==> src/design/mbus_ice_settings.svh <==
`ifndef MBUS_ICE_SETTINGS_SVH
`define MBUS_ICE_SETTINGS_SVH

// mbus address and data word width
`define MBUS_WORD_W 32

// host side character width
`define ICE_BYTE_W 8

// bytes carried per mbus word
`define MBUS_BYTES_PER_WORD 4

// leading byte of every receive frame
`define ICE_RX_EVENT_FLAG 8'h62

// ack/nak message codes
`define ICE_ACK_CODE 8'h00
`define ICE_NAK_CODE 8'h01

// ack/nak frames carry no payload
`define ICE_ACKNAK_LEN 8'h00

`endif
==> src/design/mbus_ice_pkg.sv <==
package mbus_ice_pkg;

    // receive framer sequence
    typedef enum logic [2:0] {
        RX_IDLE,
        RX_CAPTURE,
        RX_FLAG,
        RX_TIME,
        RX_EMIT,
        RX_WAIT_WORD,
        RX_STATUS
    } rx_state_t;

    // transmit assembler sequence
    // event id is taken while idle
    typedef enum logic [2:0] {
        TX_IDLE,
        TX_ADDR,
        TX_DATA,
        TX_REQUEST,
        TX_ACK_FALL,
        TX_WAIT_RESP
    } tx_state_t;

    // host output owner
    typedef enum logic [1:0] {
        MUX_IDLE,
        MUX_RX,
        MUX_ACK
    } mux_state_t;

    // transmit outcome reported to host
    typedef enum logic {
        ACKNAK_ACK,
        ACKNAK_NAK
    } acknak_t;

endpackage

==> src/design/mbus_ice_bridge.sv <==
`timescale 1ns/1ps
`include "mbus_ice_settings.svh"

module mbus_ice_bridge import mbus_ice_pkg::*; (
    input  logic                    clk,
    input  logic                    reset,
    // mbus controller receive side
    input  logic [`MBUS_WORD_W-1:0] rx_addr,
    input  logic [`MBUS_WORD_W-1:0] rx_data,
    input  logic                    rx_req,
    input  logic                    rx_pend,
    input  logic                    rx_fail,
    input  logic                    rx_broadcast,
    input  logic [1:0]              rx_control_bits,
    output logic                    rx_ack,
    // mbus controller transmit side
    output logic [`MBUS_WORD_W-1:0] tx_addr,
    output logic [`MBUS_WORD_W-1:0] tx_data,
    output logic                    tx_req,
    output logic                    tx_pend,
    output logic                    tx_resp_ack,
    input  logic                    tx_ack,
    input  logic                    tx_succ,
    input  logic                    tx_fail,
    // host characters in
    input  logic [`ICE_BYTE_W-1:0]  host_char,
    input  logic                    host_char_valid,
    input  logic                    host_char_last,
    output logic                    host_char_ready,
    // host stream out
    output logic [`ICE_BYTE_W-1:0]  out_data,
    output logic                    out_data_valid,
    output logic                    out_frame_valid,
    // time tag source
    input  logic [`ICE_BYTE_W-1:0]  global_counter,
    output logic                    global_counter_inc
);

    // framer to merger
    logic [`ICE_BYTE_W-1:0] rx_byte;
    logic                   rx_byte_valid;
    logic                   rx_frame_active;
    logic                   rx_byte_ready;
    // assembler to merger
    logic                   acknak_valid;
    acknak_t                acknak_kind;
    logic [`ICE_BYTE_W-1:0] acknak_eid;

    rx_framer i_rx_framer (
        .clk               (clk),
        .reset             (reset),
        .rx_addr           (rx_addr),
        .rx_data           (rx_data),
        .rx_req            (rx_req),
        .rx_pend           (rx_pend),
        .rx_fail           (rx_fail),
        .rx_broadcast      (rx_broadcast),
        .rx_control_bits   (rx_control_bits),
        .rx_ack            (rx_ack),
        .global_counter    (global_counter),
        .global_counter_inc(global_counter_inc),
        .rx_byte           (rx_byte),
        .rx_byte_valid     (rx_byte_valid),
        .rx_frame_active   (rx_frame_active),
        .rx_byte_ready     (rx_byte_ready)
    );

    tx_assembler i_tx_assembler (
        .clk            (clk),
        .reset          (reset),
        .host_char      (host_char),
        .host_char_valid(host_char_valid),
        .host_char_last (host_char_last),
        .host_char_ready(host_char_ready),
        .tx_addr        (tx_addr),
        .tx_data        (tx_data),
        .tx_req         (tx_req),
        .tx_pend        (tx_pend),
        .tx_resp_ack    (tx_resp_ack),
        .tx_ack         (tx_ack),
        .tx_succ        (tx_succ),
        .tx_fail        (tx_fail),
        .acknak_valid   (acknak_valid),
        .acknak_kind    (acknak_kind),
        .acknak_eid     (acknak_eid)
    );

    host_stream_mux i_host_stream_mux (
        .clk            (clk),
        .reset          (reset),
        .rx_byte        (rx_byte),
        .rx_byte_valid  (rx_byte_valid),
        .rx_frame_active(rx_frame_active),
        .rx_byte_ready  (rx_byte_ready),
        .acknak_valid   (acknak_valid),
        .acknak_kind    (acknak_kind),
        .acknak_eid     (acknak_eid),
        .out_data       (out_data),
        .out_data_valid (out_data_valid),
        .out_frame_valid(out_frame_valid)
    );

endmodule

==> src/design/host_stream_mux.sv <==
`timescale 1ns/1ps
`include "mbus_ice_settings.svh"

module host_stream_mux import mbus_ice_pkg::*; (
    input  logic                   clk,
    input  logic                   reset,
    // receive frame bytes
    input  logic [`ICE_BYTE_W-1:0] rx_byte,
    input  logic                   rx_byte_valid,
    input  logic                   rx_frame_active,
    output logic                   rx_byte_ready,
    // transmit outcome
    input  logic                   acknak_valid,
    input  acknak_t                acknak_kind,
    input  logic [`ICE_BYTE_W-1:0] acknak_eid,
    // host output stream
    output logic [`ICE_BYTE_W-1:0] out_data,
    output logic                   out_data_valid,
    output logic                   out_frame_valid
);

    // code, event id, length, then one trailing cycle
    localparam logic [1:0] MSG_TAIL = 2'd3;

    mux_state_t             state;
    logic                   slot_full;
    acknak_t                slot_kind;
    logic [`ICE_BYTE_W-1:0] slot_eid;
    logic [1:0]             msg_idx;
    logic [`ICE_BYTE_W-1:0] msg_byte;
    logic                   start_msg;

    assign rx_byte_ready = (state == MUX_RX);
    assign out_frame_valid = (state != MUX_IDLE);
    // pending message wins only between frames
    assign start_msg = (state == MUX_IDLE) && slot_full;

    always_comb begin
        case (msg_idx)
            2'd0: msg_byte = (slot_kind == ACKNAK_NAK) ? `ICE_NAK_CODE : `ICE_ACK_CODE;
            2'd1: msg_byte = slot_eid;
            default: msg_byte = `ICE_ACKNAK_LEN;
        endcase
    end

    always_ff @(posedge clk) begin
        if (reset) begin
            state <= MUX_IDLE;
            slot_full <= 1'b0;
            msg_idx <= '0;
            out_data_valid <= 1'b0;
        end else begin
            out_data_valid <= 1'b0;
            if (acknak_valid) begin
                slot_full <= 1'b1;
            end else if (start_msg) begin
                slot_full <= 1'b0;
            end
            case (state)
                MUX_IDLE: begin
                    msg_idx <= '0;
                    if (slot_full) begin
                        state <= MUX_ACK;
                    end else if (rx_frame_active) begin
                        state <= MUX_RX;
                    end
                end
                MUX_RX: begin
                    // ready is high here, so valid means accepted
                    out_data_valid <= rx_byte_valid;
                    if (!rx_frame_active) begin
                        state <= MUX_IDLE;
                    end
                end
                MUX_ACK: begin
                    msg_idx <= msg_idx + 2'd1;
                    out_data_valid <= (msg_idx != MSG_TAIL);
                    if (msg_idx == MSG_TAIL) begin
                        state <= MUX_IDLE;
                    end
                end
                default: begin
                    state <= MUX_IDLE;
                end
            endcase
        end
    end

    // output byte register and the one-entry slot
    always_ff @(posedge clk) begin
        if (state == MUX_ACK) begin
            out_data <= msg_byte;
        end else begin
            out_data <= rx_byte;
        end
        if (acknak_valid) begin
            slot_kind <= acknak_kind;
            slot_eid <= acknak_eid;
        end
    end

    assert property (@(posedge clk) disable iff (reset)
        out_data_valid |-> out_frame_valid);

endmodule

==> src/design/tx_assembler.sv <==
`timescale 1ns/1ps
`include "mbus_ice_settings.svh"

module tx_assembler import mbus_ice_pkg::*; (
    input  logic                    clk,
    input  logic                    reset,
    // host characters
    input  logic [`ICE_BYTE_W-1:0]  host_char,
    input  logic                    host_char_valid,
    input  logic                    host_char_last,
    output logic                    host_char_ready,
    // mbus transmit side
    output logic [`MBUS_WORD_W-1:0] tx_addr,
    output logic [`MBUS_WORD_W-1:0] tx_data,
    output logic                    tx_req,
    output logic                    tx_pend,
    output logic                    tx_resp_ack,
    input  logic                    tx_ack,
    input  logic                    tx_succ,
    input  logic                    tx_fail,
    // outcome toward the merger
    output logic                    acknak_valid,
    output acknak_t                 acknak_kind,
    output logic [`ICE_BYTE_W-1:0]  acknak_eid
);

    localparam int CNT_W = $clog2(`MBUS_BYTES_PER_WORD);
    localparam logic [CNT_W-1:0] LAST_BYTE = CNT_W'(`MBUS_BYTES_PER_WORD - 1);

    tx_state_t        state;
    logic [CNT_W-1:0] byte_cnt;
    logic             char_xfer;
    logic             word_done;

    // characters only flow while collecting
    assign host_char_ready = (state == TX_IDLE) || (state == TX_ADDR) || (state == TX_DATA);
    assign char_xfer = host_char_valid && host_char_ready;
    assign word_done = char_xfer && (byte_cnt == LAST_BYTE);

    always_ff @(posedge clk) begin
        if (reset) begin
            state <= TX_IDLE;
            byte_cnt <= '0;
            tx_req <= 1'b0;
            tx_pend <= 1'b0;
            tx_resp_ack <= 1'b0;
            acknak_valid <= 1'b0;
        end else begin
            tx_resp_ack <= 1'b0;
            acknak_valid <= 1'b0;
            case (state)
                TX_IDLE: begin
                    // event id char opens the frame
                    byte_cnt <= '0;
                    if (char_xfer) begin
                        state <= TX_ADDR;
                    end
                end
                TX_ADDR: begin
                    if (char_xfer) begin
                        byte_cnt <= byte_cnt + CNT_W'(1);
                    end
                    if (word_done) begin
                        state <= TX_DATA;
                    end
                end
                TX_DATA: begin
                    if (char_xfer) begin
                        byte_cnt <= byte_cnt + CNT_W'(1);
                    end
                    if (word_done) begin
                        // more words follow unless this was the last char
                        tx_req <= 1'b1;
                        tx_pend <= !host_char_last;
                        state <= TX_REQUEST;
                    end
                end
                TX_REQUEST: begin
                    if (tx_ack) begin
                        tx_req <= 1'b0;
                        state <= TX_ACK_FALL;
                    end
                end
                TX_ACK_FALL: begin
                    // next request only after ack drops
                    if (!tx_ack) begin
                        state <= tx_pend ? TX_DATA : TX_WAIT_RESP;
                    end
                end
                TX_WAIT_RESP: begin
                    if (tx_succ || tx_fail) begin
                        tx_resp_ack <= 1'b1;
                        acknak_valid <= 1'b1;
                        state <= TX_IDLE;
                    end
                end
                default: begin
                    state <= TX_IDLE;
                end
            endcase
        end
    end

    // address, data and event id shift in msb first
    always_ff @(posedge clk) begin
        if (char_xfer) begin
            case (state)
                TX_IDLE: begin
                    acknak_eid <= host_char;
                end
                TX_ADDR: begin
                    tx_addr <= {tx_addr[`MBUS_WORD_W-`ICE_BYTE_W-1:0], host_char};
                end
                TX_DATA: begin
                    tx_data <= {tx_data[`MBUS_WORD_W-`ICE_BYTE_W-1:0], host_char};
                end
                default: begin
                end
            endcase
        end
        if (state == TX_WAIT_RESP && (tx_succ || tx_fail)) begin
            acknak_kind <= tx_fail ? ACKNAK_NAK : ACKNAK_ACK;
        end
    end

    // response handshake never overlaps a word request
    assert property (@(posedge clk) disable iff (reset)
        !(tx_req && tx_resp_ack));

endmodule

==> src/design/rx_framer.sv <==
`timescale 1ns/1ps
`include "mbus_ice_settings.svh"

module rx_framer import mbus_ice_pkg::*; (
    input  logic                    clk,
    input  logic                    reset,
    // word strobes from the mbus controller
    input  logic [`MBUS_WORD_W-1:0] rx_addr,
    input  logic [`MBUS_WORD_W-1:0] rx_data,
    input  logic                    rx_req,
    input  logic                    rx_pend,
    input  logic                    rx_fail,
    input  logic                    rx_broadcast,
    input  logic [1:0]              rx_control_bits,
    output logic                    rx_ack,
    // time tagging
    input  logic [`ICE_BYTE_W-1:0]  global_counter,
    output logic                    global_counter_inc,
    // byte stream toward the merger
    output logic [`ICE_BYTE_W-1:0]  rx_byte,
    output logic                    rx_byte_valid,
    output logic                    rx_frame_active,
    input  logic                    rx_byte_ready
);

    localparam int SR_W  = 2 * `MBUS_WORD_W;
    localparam int CNT_W = $clog2(2 * `MBUS_BYTES_PER_WORD);

    rx_state_t        state;
    logic [SR_W-1:0]  shift_reg;
    logic [CNT_W-1:0] byte_cnt;
    logic [3:0]       status;
    logic             first_word;
    logic             more_words;
    logic             byte_xfer;

    assign byte_xfer = rx_byte_valid && rx_byte_ready;
    assign rx_frame_active = (state != RX_IDLE);
    // counter advances as the tag leaves
    assign global_counter_inc = (state == RX_TIME) && rx_byte_ready;

    // byte select per state
    always_comb begin
        rx_byte = shift_reg[SR_W-1 -: `ICE_BYTE_W];
        rx_byte_valid = 1'b0;
        case (state)
            RX_FLAG: begin
                rx_byte = `ICE_RX_EVENT_FLAG;
                rx_byte_valid = 1'b1;
            end
            RX_TIME: begin
                rx_byte = global_counter;
                rx_byte_valid = 1'b1;
            end
            RX_EMIT: begin
                rx_byte_valid = 1'b1;
            end
            RX_STATUS: begin
                // status sits in the low nibble
                rx_byte = {{(`ICE_BYTE_W-4){1'b0}}, status};
                rx_byte_valid = 1'b1;
            end
            default: begin
                rx_byte_valid = 1'b0;
            end
        endcase
    end

    always_ff @(posedge clk) begin
        if (reset) begin
            state <= RX_IDLE;
            rx_ack <= 1'b0;
            status <= '0;
            first_word <= 1'b1;
            more_words <= 1'b0;
            byte_cnt <= '0;
        end else begin
            rx_ack <= 1'b0;
            case (state)
                RX_IDLE: begin
                    status <= '0;
                    first_word <= 1'b1;
                    if (rx_req) begin
                        state <= RX_CAPTURE;
                    end else if (rx_fail && !rx_ack) begin
                        // failed reception, single ack and no frame
                        rx_ack <= 1'b1;
                    end
                end
                RX_CAPTURE: begin
                    status <= status | {rx_fail, rx_broadcast, rx_control_bits};
                    more_words <= rx_pend;
                    first_word <= 1'b0;
                    // first word also carries the address
                    if (first_word) begin
                        byte_cnt <= CNT_W'(2 * `MBUS_BYTES_PER_WORD - 1);
                        state <= RX_FLAG;
                    end else begin
                        byte_cnt <= CNT_W'(`MBUS_BYTES_PER_WORD - 1);
                        state <= RX_EMIT;
                    end
                end
                RX_FLAG: begin
                    if (byte_xfer) begin
                        state <= RX_TIME;
                    end
                end
                RX_TIME: begin
                    if (byte_xfer) begin
                        state <= RX_EMIT;
                    end
                end
                RX_EMIT: begin
                    if (byte_xfer) begin
                        byte_cnt <= byte_cnt - CNT_W'(1);
                        if (byte_cnt == '0) begin
                            // word fully sent, release the controller
                            rx_ack <= 1'b1;
                            state <= more_words ? RX_WAIT_WORD : RX_STATUS;
                        end
                    end
                end
                RX_WAIT_WORD: begin
                    // old request still up during the ack pulse
                    if (rx_req && !rx_ack) begin
                        state <= RX_CAPTURE;
                    end
                end
                RX_STATUS: begin
                    if (byte_xfer) begin
                        state <= RX_IDLE;
                    end
                end
                default: begin
                    state <= RX_IDLE;
                end
            endcase
        end
    end

    // payload shifter, msb first
    always_ff @(posedge clk) begin
        if (state == RX_CAPTURE) begin
            if (first_word) begin
                shift_reg <= {rx_addr, rx_data};
            end else begin
                shift_reg <= {rx_data, {`MBUS_WORD_W{1'b0}}};
            end
        end else if (state == RX_EMIT && byte_xfer) begin
            shift_reg <= {shift_reg[SR_W-`ICE_BYTE_W-1:0], {`ICE_BYTE_W{1'b0}}};
        end
    end

    // merger relies on the frame window around every byte
    assert property (@(posedge clk) disable iff (reset)
        rx_byte_valid |-> rx_frame_active);

endmodule

==> config.mk <==
export PLATFORM = sky130hd
export DESIGN_NAME = mbus_ice_bridge
export DESIGN_NICKNAME = d
export VERILOG_FILES = /design/src/design/mbus_ice_pkg.sv /design/src/design/mbus_ice_bridge.sv /design/src/design/host_stream_mux.sv /design/src/design/tx_assembler.sv /design/src/design/rx_framer.sv
export VERILOG_INCLUDE_DIRS = /design/src /design/src/design
export SDC_FILE = /design/constraint.sdc
export NUM_CORES = 1
export LEC_CHECK = 0
export BUFFER_PORTS_ARGS = -buffer_cell sky130_fd_sc_hd__buf_2
export CORE_AREA = 5 5 131 133
export CTS_CLUSTER_DIAMETER = 50
export DETAILED_ROUTE_END_ITERATION = 7
export DIE_AREA = 0 0 136 138
export GPL_TIMING_DRIVEN = 0
export PLACE_DENSITY_LB_ADDON = 0.1
export SYNTH_ARGS = -nofsm -noshare
export SYNTH_HDL_FRONTEND = slang
export SYNTH_HIERARCHICAL = 1
export SYNTH_SLANG_ARGS = --single-unit
==> constraint.sdc <==
create_clock -name clk -period 4.8 [get_ports clk]
set_clock_uncertainty 0.2 [all_clocks]
set_input_delay 0.96 -clock clk [delete_from_list [all_inputs] [get_ports clk]]
set_output_delay 0.96 -clock clk [all_outputs]
set_load 0.01 [all_outputs]
==> impl_results.md, run 1 <==
* Worst slew pin tran at 0.839 ns
* Pin count of the biggest net entering global routing at 68
* Total power at 5280 uW
* R2R cell count at 5
* Nets@finish at 836
* Setup-failing EPs final at 0
* Starting Density at 47.1%
* Final Util at 58.7%
* Area growth from synthesis to layout at 24.4%
* Yosys top cell area share at 59.2%
* Port Buffers at 172
* M3 GR Usage at 5.01%
* Die area at 18800 um2
* Setup CP Type: reg2out
* Via-to-Cell Ratio at 5.17
* Die height at 138 um
* Met1 usage at 24.1%
* Nature of the critical path endpoint: primary output
* Normalized max-slew margin at 44.1%
* # Max-Cap Violations at 0
* Ys async rst share at 0%
* Count leader, synth: edfxtp_1
* Synth cell types at 54
* CTS tree: done
* Max Clock Freq at 325 MHz
* Hold_sp: i_tx_assembler/acknak_eid[0]
* DR WL/cell at 17.4 um
* CTS Buf Count at 17
* Critical Path RT at 3.64 ns
* Fillers at 1263
* DRT Wirelength at 16800 um
* Hold depth at 0
* Final RePlAce weighted congestion at 0.821
* Seq/Total Area, Yosys at 68.7%
* Primary FF master, synth: edfxtp_1
* Final Max Tran Viols at 0
* Outcome: complete, no violations
* Leakage power at 0.00380 uW
* Mapped Area at 7410 um2
* Max FO, Critical Path at 10
* Fin crit period at 3.08 ns
* Synth Register Bits at 181
* Vias in the first global route at 5025
* Remaining Overflow, GRT at 0
* DRT antenna net count at 0
* # IOs at 173
* Hold Path Class: reg2reg
* Root Driver: clkbuf_16
* Setup TNS at 0 ns
* 1st-pass router iterations at 5
* Startpoint type of the worst setup path: flip-flop
* Cell Area, Placed at 8610 um2
* RSZ-0062 raised after global routing: no
* Reg-to-reg setup timing slack at 2.39 ns
* Arr. time, crit path at 1.92 ns
* Max clock buf depth at 2
* Via count at 4977
* Worst R2R Start: i_rx_framer/state[1]
* Clock Latency Late Sink at 0.43 ns
* Post-synth top area cell: edfxtp_1
* H-tree levels at 4
* Clock-pin slew of the registers on the worst-case setup and hold paths at 0.07 ns
* Max reg flops at 64
* Antenna cells at 0
* Pwr dens at 573 nW/um2
* Synth cell count leaders: 146 x edfxtp_1, 50 x nand2_1, 48 x o21ai_0
* Share of layout cells above drive strength 1 at 33.7%
* EDFF count, synth at 146
* Tcrit/Tclk final at 64.2%
* R2R Path End: i_rx_framer/shift_reg[52]
* Met2 Use GR at 28.9%
* Row count at 46
* Die X at 136 um
* Min-Delay Endpoint: i_host_stream_mux/slot_eid[0]
* Initial antenna violation count at 0
* GRT Max-Usage Layer: met2
* Post-Synthesis Cells at 539
* Ys Warns at 6
* GRT Total Usage at 17.9%
* Placed wire-length estimate at 12600 um
* Placeable Area at 15700 um2
* Hold Buf Count CTS at 0
* Peak supply drop at 0.262 mV
* Post-CTS sizing at 0
* Final non-filler cell area at 9220 um2
* Endpoints failing hold at 0
* Clock sinks at 181
* Mean Syn Cell Area at 13.7 um2
* Setup bufs post-CTS at 0
* Mapped Nets at 641
* Detailed Route Iter0 Violations at 334
* First-pass GRT wire length at 26300 um
* Top cells by area, synth: edfxtp_1 59%, dfxtp_1 9.5%, mux2i_1 4.3%
* DRC viols at 0
-- cell type report --
class                   instances  area, um2  area share (%)
clock inverters                13        136            1.48
flip-flops and latches        181       5080            55.2
well taps                     216        270            2.93
inverters                      24       91.3           0.991
multi-input cells             304       2060            22.4
plain buffers                  30        181            1.97
clock buffers                  19        453            4.91
repair buffers                176        935            10.1
-- critical path, stage by stage, from the launching register on --
cell and delay (ns):
dfxtp_1 0.49, buf_2 0.27, clkbuf_1 0.36, and3_1 0.23
buf_2 0.13
-- power by group --
group	internal [uW]	total [uW]	leakage, uW	switching (uW)
clock network	719	1350	0.000284	632
logic	624	1560	0.00189	937
registers	2230	2360	0.00163	130
-- per-stage QoR --
stage | hold WS [ns] | setup WS [ns] | std cells
after floorplan | 0.200 | 1.24 | 539
after global placement | 0.207 | 0.234 | 927
after detailed placement | 0.205 | 2.12 | 930
after CTS | 0.219 | 1.74 | 962
after global routing | 0.233 | 1.62 | 963
final | 0.216 | 1.72 | 963
-- placed cells by master (no fill, tap or decap), drive strengths merged, types with 12 or more instances in the layout --
master	netlist	layout
mux2i	32	32
buf	27	203
nand2	50	50
inv	24	30
o21ai	48	48
dfxtp	35	35
and2	12	12
edfxtp	146	146
clkbuf	3	22
a22o	34	34
nor2	17	17
a21oi	25	25
-- layer usage --
metal / wire, um / vias up
met2: 8060 / 165
met5: 0 / -
met1: 7520 / 2386
met3: 1090 / 13
li1: - / 2413
met4: 134 / 0
-- worst max path at each step --
stage | startpoint | to | cells after the start | slack (ns)
floorplan | host_char_valid | i_tx_assembler/tx_addr[0] | 1 | 1.24
global placement | host_char_valid | i_tx_assembler/tx_addr[27] | 2 | 0.23
detailed placement | i_rx_framer/state[2] | i_rx_framer/byte_cnt[2] | 7 | 2.12
CTS | i_rx_framer/state[1] | global_counter_inc | 4 | 1.74
global route | i_rx_framer/state[1] | global_counter_inc | 4 | 1.62
finish | i_rx_framer/state[1] | global_counter_inc | 4 | 1.72
-- kinds of logic after synthesis --
kind of cell             share of synthesized area, %
multiplexers                                     4.33
AO/OA/AOI/OAI                                    12.1
flip-flops                                       68.7
XOR/XNOR                                        0.220
adder cells (fa/ha/maj)                          1.66
AND/OR/NAND/NOR                                  9.39
buffers and inverters                            3.67
No activity file was read; power rests on OpenSTA's default activity.
==> inputs of run 2 (changes only) <==
--- a/config.mk
+++ b/config.mk
@@ -7,10 +7,10 @@
 export NUM_CORES = 1
 export LEC_CHECK = 0
 export BUFFER_PORTS_ARGS = -buffer_cell sky130_fd_sc_hd__buf_2
-export CORE_AREA = 5 5 131 133
+export CORE_AREA = 5 5 124 126
 export CTS_CLUSTER_DIAMETER = 50
 export DETAILED_ROUTE_END_ITERATION = 7
-export DIE_AREA = 0 0 136 138
+export DIE_AREA = 0 0 129 131
 export GPL_TIMING_DRIVEN = 0
 export PLACE_DENSITY_LB_ADDON = 0.1
 export SYNTH_ARGS = -nofsm -noshare
==> constraint.sdc (replaced) <==
create_clock -name clk -period 2.9 [get_ports clk]
set_clock_uncertainty 0.2 [all_clocks]
set_input_delay 0.58 -clock clk [delete_from_list [all_inputs] [get_ports clk]]
set_output_delay 0.58 -clock clk [all_outputs]
set_load 0.01 [all_outputs]
==> impl_results.md, run 2 (synthesis results as in run 1) <==
* CTS Buf Count at 17
* Setup TNS at 0 ns
* Nature of the critical path endpoint: primary output
* Starting Density at 52.1%
* Port Buffers at 172
* Antenna cells at 0
* Startpoint type of the worst setup path: flip-flop
* Max FO, Critical Path at 10
* Nets@finish at 835
* Die area at 16900 um2
* First-pass GRT wire length at 24900 um
* Clock-pin slew of the registers on the worst-case setup and hold paths at 0.07 ns
* Max clock buf depth at 2
* Detailed Route Iter0 Violations at 407
* Arr. time, crit path at 1.89 ns
* Hold Buf Count CTS at 0
* Final RePlAce weighted congestion at 0.872
* CTS tree: done
* Post-CTS sizing at 0
* Commonest non-fill, non-tap cell in the layout: buf_2
* Critical Path RT at 2.12 ns
* Max Clock Freq at 374 MHz
* Most frequent cells in the layout: 191 x buf_2, 146 x edfxtp_1, 50 x nand2_1, 48 x o21ai_0, 35 x dfxtp_1
* WP buf/inv at 3
* Initial antenna violation count at 0
* Root Driver: clkbuf_16
* Final WS setup at 0.228 ns
* DRC viols at 0
* Peak supply drop at 0.428 mV
* Worst path max stage delay at 0.48 ns
* Outcome: complete, no violations
* Placeable Area at 14200 um2
* 1st-pass router iterations at 5
* RSZ-0062 raised after global routing: no
* Die X at 129 um
* Remaining Overflow, GRT at 0
* Setup bufs post-CTS at 0
* Vias in the first global route at 4936
* Clock sinks at 181
* Placed wire-length estimate at 12000 um
* Area growth from synthesis to layout at 23.2%
* Tcrit/Tclk final at 92.1%
* Pwr dens at 952 nW/um2
* Setup-failing EPs final at 0
* Die height at 131 um
* Worst path top cell family by delay: buffers and inverters
* H-tree levels at 4
* DRT antenna net count at 0
* Row count at 44
* Clock Latency Late Sink at 0.42 ns
* Endpoints failing hold at 0
* Dpl cells at 897
* # IOs at 173
* GRT Total Usage at 19.3%
* Fillers at 1089
* Setup CP Type: reg2out
* Crit path max-delay cell type: dfxtp_1
* Critical path cell sequence: buf_2 -> clkbuf_1 -> and3_1 -> buf_2
* Normalized max-slew margin at 49.3%
* DR WL/cell at 17.5 um
* # Max-Cap Violations at 0
* Footprint of the multi-input gates at 2070 um2
* Via count at 4942
* Share of layout cells above drive strength 1 at 33.4%
* DRT Wirelength at 16300 um
* Register Area at 5080 um2
* Final Max Tran Viols at 0
* Hold Path Class: in2reg
* DP Worst Slack at 0.267 ns
* Non-Filler Instances at 930
* Max reg flops at 64
* Pin count of the biggest net entering global routing at 68
* Worst slew pin tran at 0.761 ns
* Leakage power at 0.00378 uW
* Crit path top cell by count: buf_2
* Fin crit period at 2.67 ns
* Via-to-Cell Ratio at 5.31
run 2: layout make-up:
class	count	area share, %
Clock buffer	19	4.74
Tap cell	184	2.52
Sequential cell	181	55.7
Timing Repair Buffer	175	9.94
Inverter	24	0.987
Clock inverter	13	1.47
Buffer	30	1.99
Multi-Input combinational cell	304	22.6
run 2: per-layer routing:
layer	vias up	routed length (um)	GRT usage, %
met5	-	0	0
met4	0	173	6.11
met3	14	971	4.43
met2	170	7980	31.6
met1	2343	7120	25.8
li1	2415	-	-
run 2: stage by stage:
step / utilization [%] / cell area [um2] / power, uW / hold WS, ns
finish: 64.3 / 9130 / 8690 / 0.160
global route: 64.3 / 9130 / 9170 / 0.139
CTS: 64.1 / 9110 / 8730 / 0.142
detailed placement: 60.1 / 8540 / 6510 / 0.205
global placement: 59.9 / 8510 / 6410 / 0.208
floorplan: - / 7420 / 5680 / 0.200
run 2: path summary, 6_finish.rpt:
| check | from | endpoint | slack, ns | cells after the start |
|---|---|---|---|---|
| max reg2reg | i_rx_framer/state[2] | i_rx_framer/shift_reg[1] | 0.63 | 6 |
| min reg2reg | i_tx_assembler/acknak_eid[5] | i_host_stream_mux/slot_eid[5] | 0.22 | 0 |
| min | host_char[5] | i_tx_assembler/tx_addr[5] | 0.16 | 1 |
| max | i_rx_framer/state[1] | global_counter_inc | 0.23 | 4 |
run 2: power by group:
group	switching, uW	leakage, uW	internal, uW
clock	996	0.000276	1210
combinational	1540	0.00187	1020
sequential	220	0.00163	3700
run 2: worst reg2reg max path, delay by kind of cell, from the launching register on:
kind | cells | cell delay (ns)
AO/OA/AOI/OAI | 1 | 0.08
buffers and inverters | 4 | 1.11
flip-flops | 1 | 0.30
AND/OR/NAND/NOR | 1 | 0.25
==> inputs of run 3 (changes only) <==
--- a/config.mk
+++ b/config.mk
@@ -12,7 +12,7 @@
 export DETAILED_ROUTE_END_ITERATION = 7
 export DIE_AREA = 0 0 129 131
 export GPL_TIMING_DRIVEN = 0
-export PLACE_DENSITY_LB_ADDON = 0.1
+export PLACE_DENSITY = 0.89
 export SYNTH_ARGS = -nofsm -noshare
 export SYNTH_HDL_FRONTEND = slang
 export SYNTH_HIERARCHICAL = 1
==> impl_results.md, run 3 (synthesis results as in run 1) <==
* Outcome: complete, no violations
* Post-CTS sizing at 0
* CTS tree: done
* Hold_sp: host_char[5]
* H-tree levels at 4
* Tcrit/Tclk final at 94.1%
* Nature of the critical path endpoint: primary output
* Root Driver: clkbuf_16
* Via count at 5181
* Max clock buf depth at 2
* Initial antenna violation count at 1
* DRT antenna net count at 0
* Setup-failing EPs final at 0
* CTS Buf Count at 17
* Endpoints failing hold at 0
* Die X at 129 um
* Placed wire-length estimate at 12800 um
* Switching Fraction at 32.1%
* Max FO, Critical Path at 10
* Hold Buf Count CTS at 0
* Leakage power at 0.00377 uW
* Detailed Route Iter0 Violations at 326
* Placeable Area at 14200 um2
* Area growth from synthesis to layout at 23.2%
* Clk pwr share at 24.0%
* DR WL/cell at 18.6 um
* # Max-Cap Violations at 0
* Startpoint type of the worst setup path: flip-flop
* Most frequent cells in the layout: 191 x buf_2, 146 x edfxtp_1, 50 x nand2_1, 48 x o21ai_0, 35 x dfxtp_1
* Worst slew pin tran at 0.831 ns
* Commonest non-fill, non-tap cell in the layout: buf_2
* Port Buffers at 172
* 1st-pass router iterations at 5
* Vias in the first global route at 5086
* Arr. time, crit path at 1.95 ns
* GRT Total Usage at 20.4%
* Peak supply drop at 0.420 mV
* Pin count of the biggest net entering global routing at 68
* Total power at 8590 uW
* Int Pwr at 5840 uW
* Setup CP Type: reg2out
* Clock Latency Late Sink at 0.42 ns
* Remaining Overflow, GRT at 0
* # IOs at 173
* Final RePlAce weighted congestion at 0.915
* Setup bufs post-CTS at 0
* Row count at 44
* Hold Path Class: in2reg
* DRC viols at 0
* Starting Density at 52.1%
* Fin crit period at 2.73 ns
* Nets@finish at 836
* RSZ-0062 raised after global routing: no
* Clock-pin slew of the registers on the worst-case setup and hold paths at 0.06 ns
* Critical Path RT at 2.12 ns
* Normalized max-slew margin at 44.5%
* First-pass GRT wire length at 26300 um
* Max Clock Freq at 367 MHz
* Reg power frac at 45.8%
* Crit path launch: i_rx_framer/state[1]
* Gate power share at 30.2%
* Pwr dens at 942 nW/um2
* P_sw at 2760 uW
* Final Util at 64.2%
* Max reg flops at 64
* Via-to-Cell Ratio at 5.56
* Final Max Tran Viols at 0
* Die height at 131 um
* Die area at 16900 um2
* Share of layout cells above drive strength 1 at 33.3%
* Clock sinks at 181
* Worst R2R Start: i_rx_framer/state[1]
* DRT Wirelength at 17300 um
[run 3: cell count changes in the layout (fill, tap and decap cells not counted), sizes merged]
| cell | change |
|---|---|
| clkinvlp | +3 |
| inv | -5 |
| clkinv | +3 |
| diode | +1 |
| buf | +1 |
| bufinv | -1 |
[run 3: through the flow]
| stage | TNS, ns | setup slack, ns | area, um2 | cells | hold slack (ns) |
|---|---|---|---|---|---|
| CTS | 0 | 0.196 | 9070 | 929 | 0.142 |
| finish | 0 | 0.172 | 9120 | 932 | 0.164 |
| detailed placement | 0 | 0.229 | 8540 | 897 | 0.207 |
| global placement | -1.63 | -0.0524 | 8510 | 895 | 0.203 |
| global route | 0 | 0.0904 | 9120 | 932 | 0.146 |
| floorplan | 0 | 0.521 | 7420 | 539 | 0.200 |
[run 3: layout make-up]
type,count,area (um2)
Sequential cell,181,5080
Fill cell,1060,5080
Multi-Input combinational cell,304,2060
Timing Repair Buffer,176,935
Clock buffer,19,433
Tap cell,184,230
Buffer,30,181
Clock inverter,13,100
Inverter,24,90.1
Antenna cell,1,2.50
[run 3: final timing paths]
path / endpoint / slack [ns] / cells past startpoint
worst max-delay path: global_counter_inc / 0.17 / 4
worst min-delay path: i_tx_assembler/tx_data[5] / 0.16 / 1
worst min register to register: i_host_stream_mux/slot_eid[0] / 0.22 / 0
worst max register to register: i_rx_framer/shift_reg[60] / 0.55 / 5
[run 3: worst max-delay path, cell delays in order, from the launching register on]
cell	delay (ns)
dfxtp_1	0.52
buf_2	0.28
clkbuf_1	0.35
and3_1	0.26
buf_2	0.14
[run 3: power groups by stage]
| stage | logic, uW | registers (uW) | clock network, uW |
|---|---|---|---|
| after CTS | 2530 | 3950 | 2090 |
| after floorplan | 1670 | 4010 | 0 |
| final | 2590 | 3940 | 2070 |
| after global routing | 2850 | 3990 | 2220 |
| after global placement | 2410 | 3950 | 0 |
| after detailed placement | 2520 | 4000 | 0 |
[run 3: per-layer routing]
metal	global-route usage [%]	vias to the layer above	share of wire, %
met3	4.96	16	8.9
met2	35.2	286	51
met4	7.35	0	1.6
met5	0	-	0
li1	-	2412	-
met1	25.2	2467	39
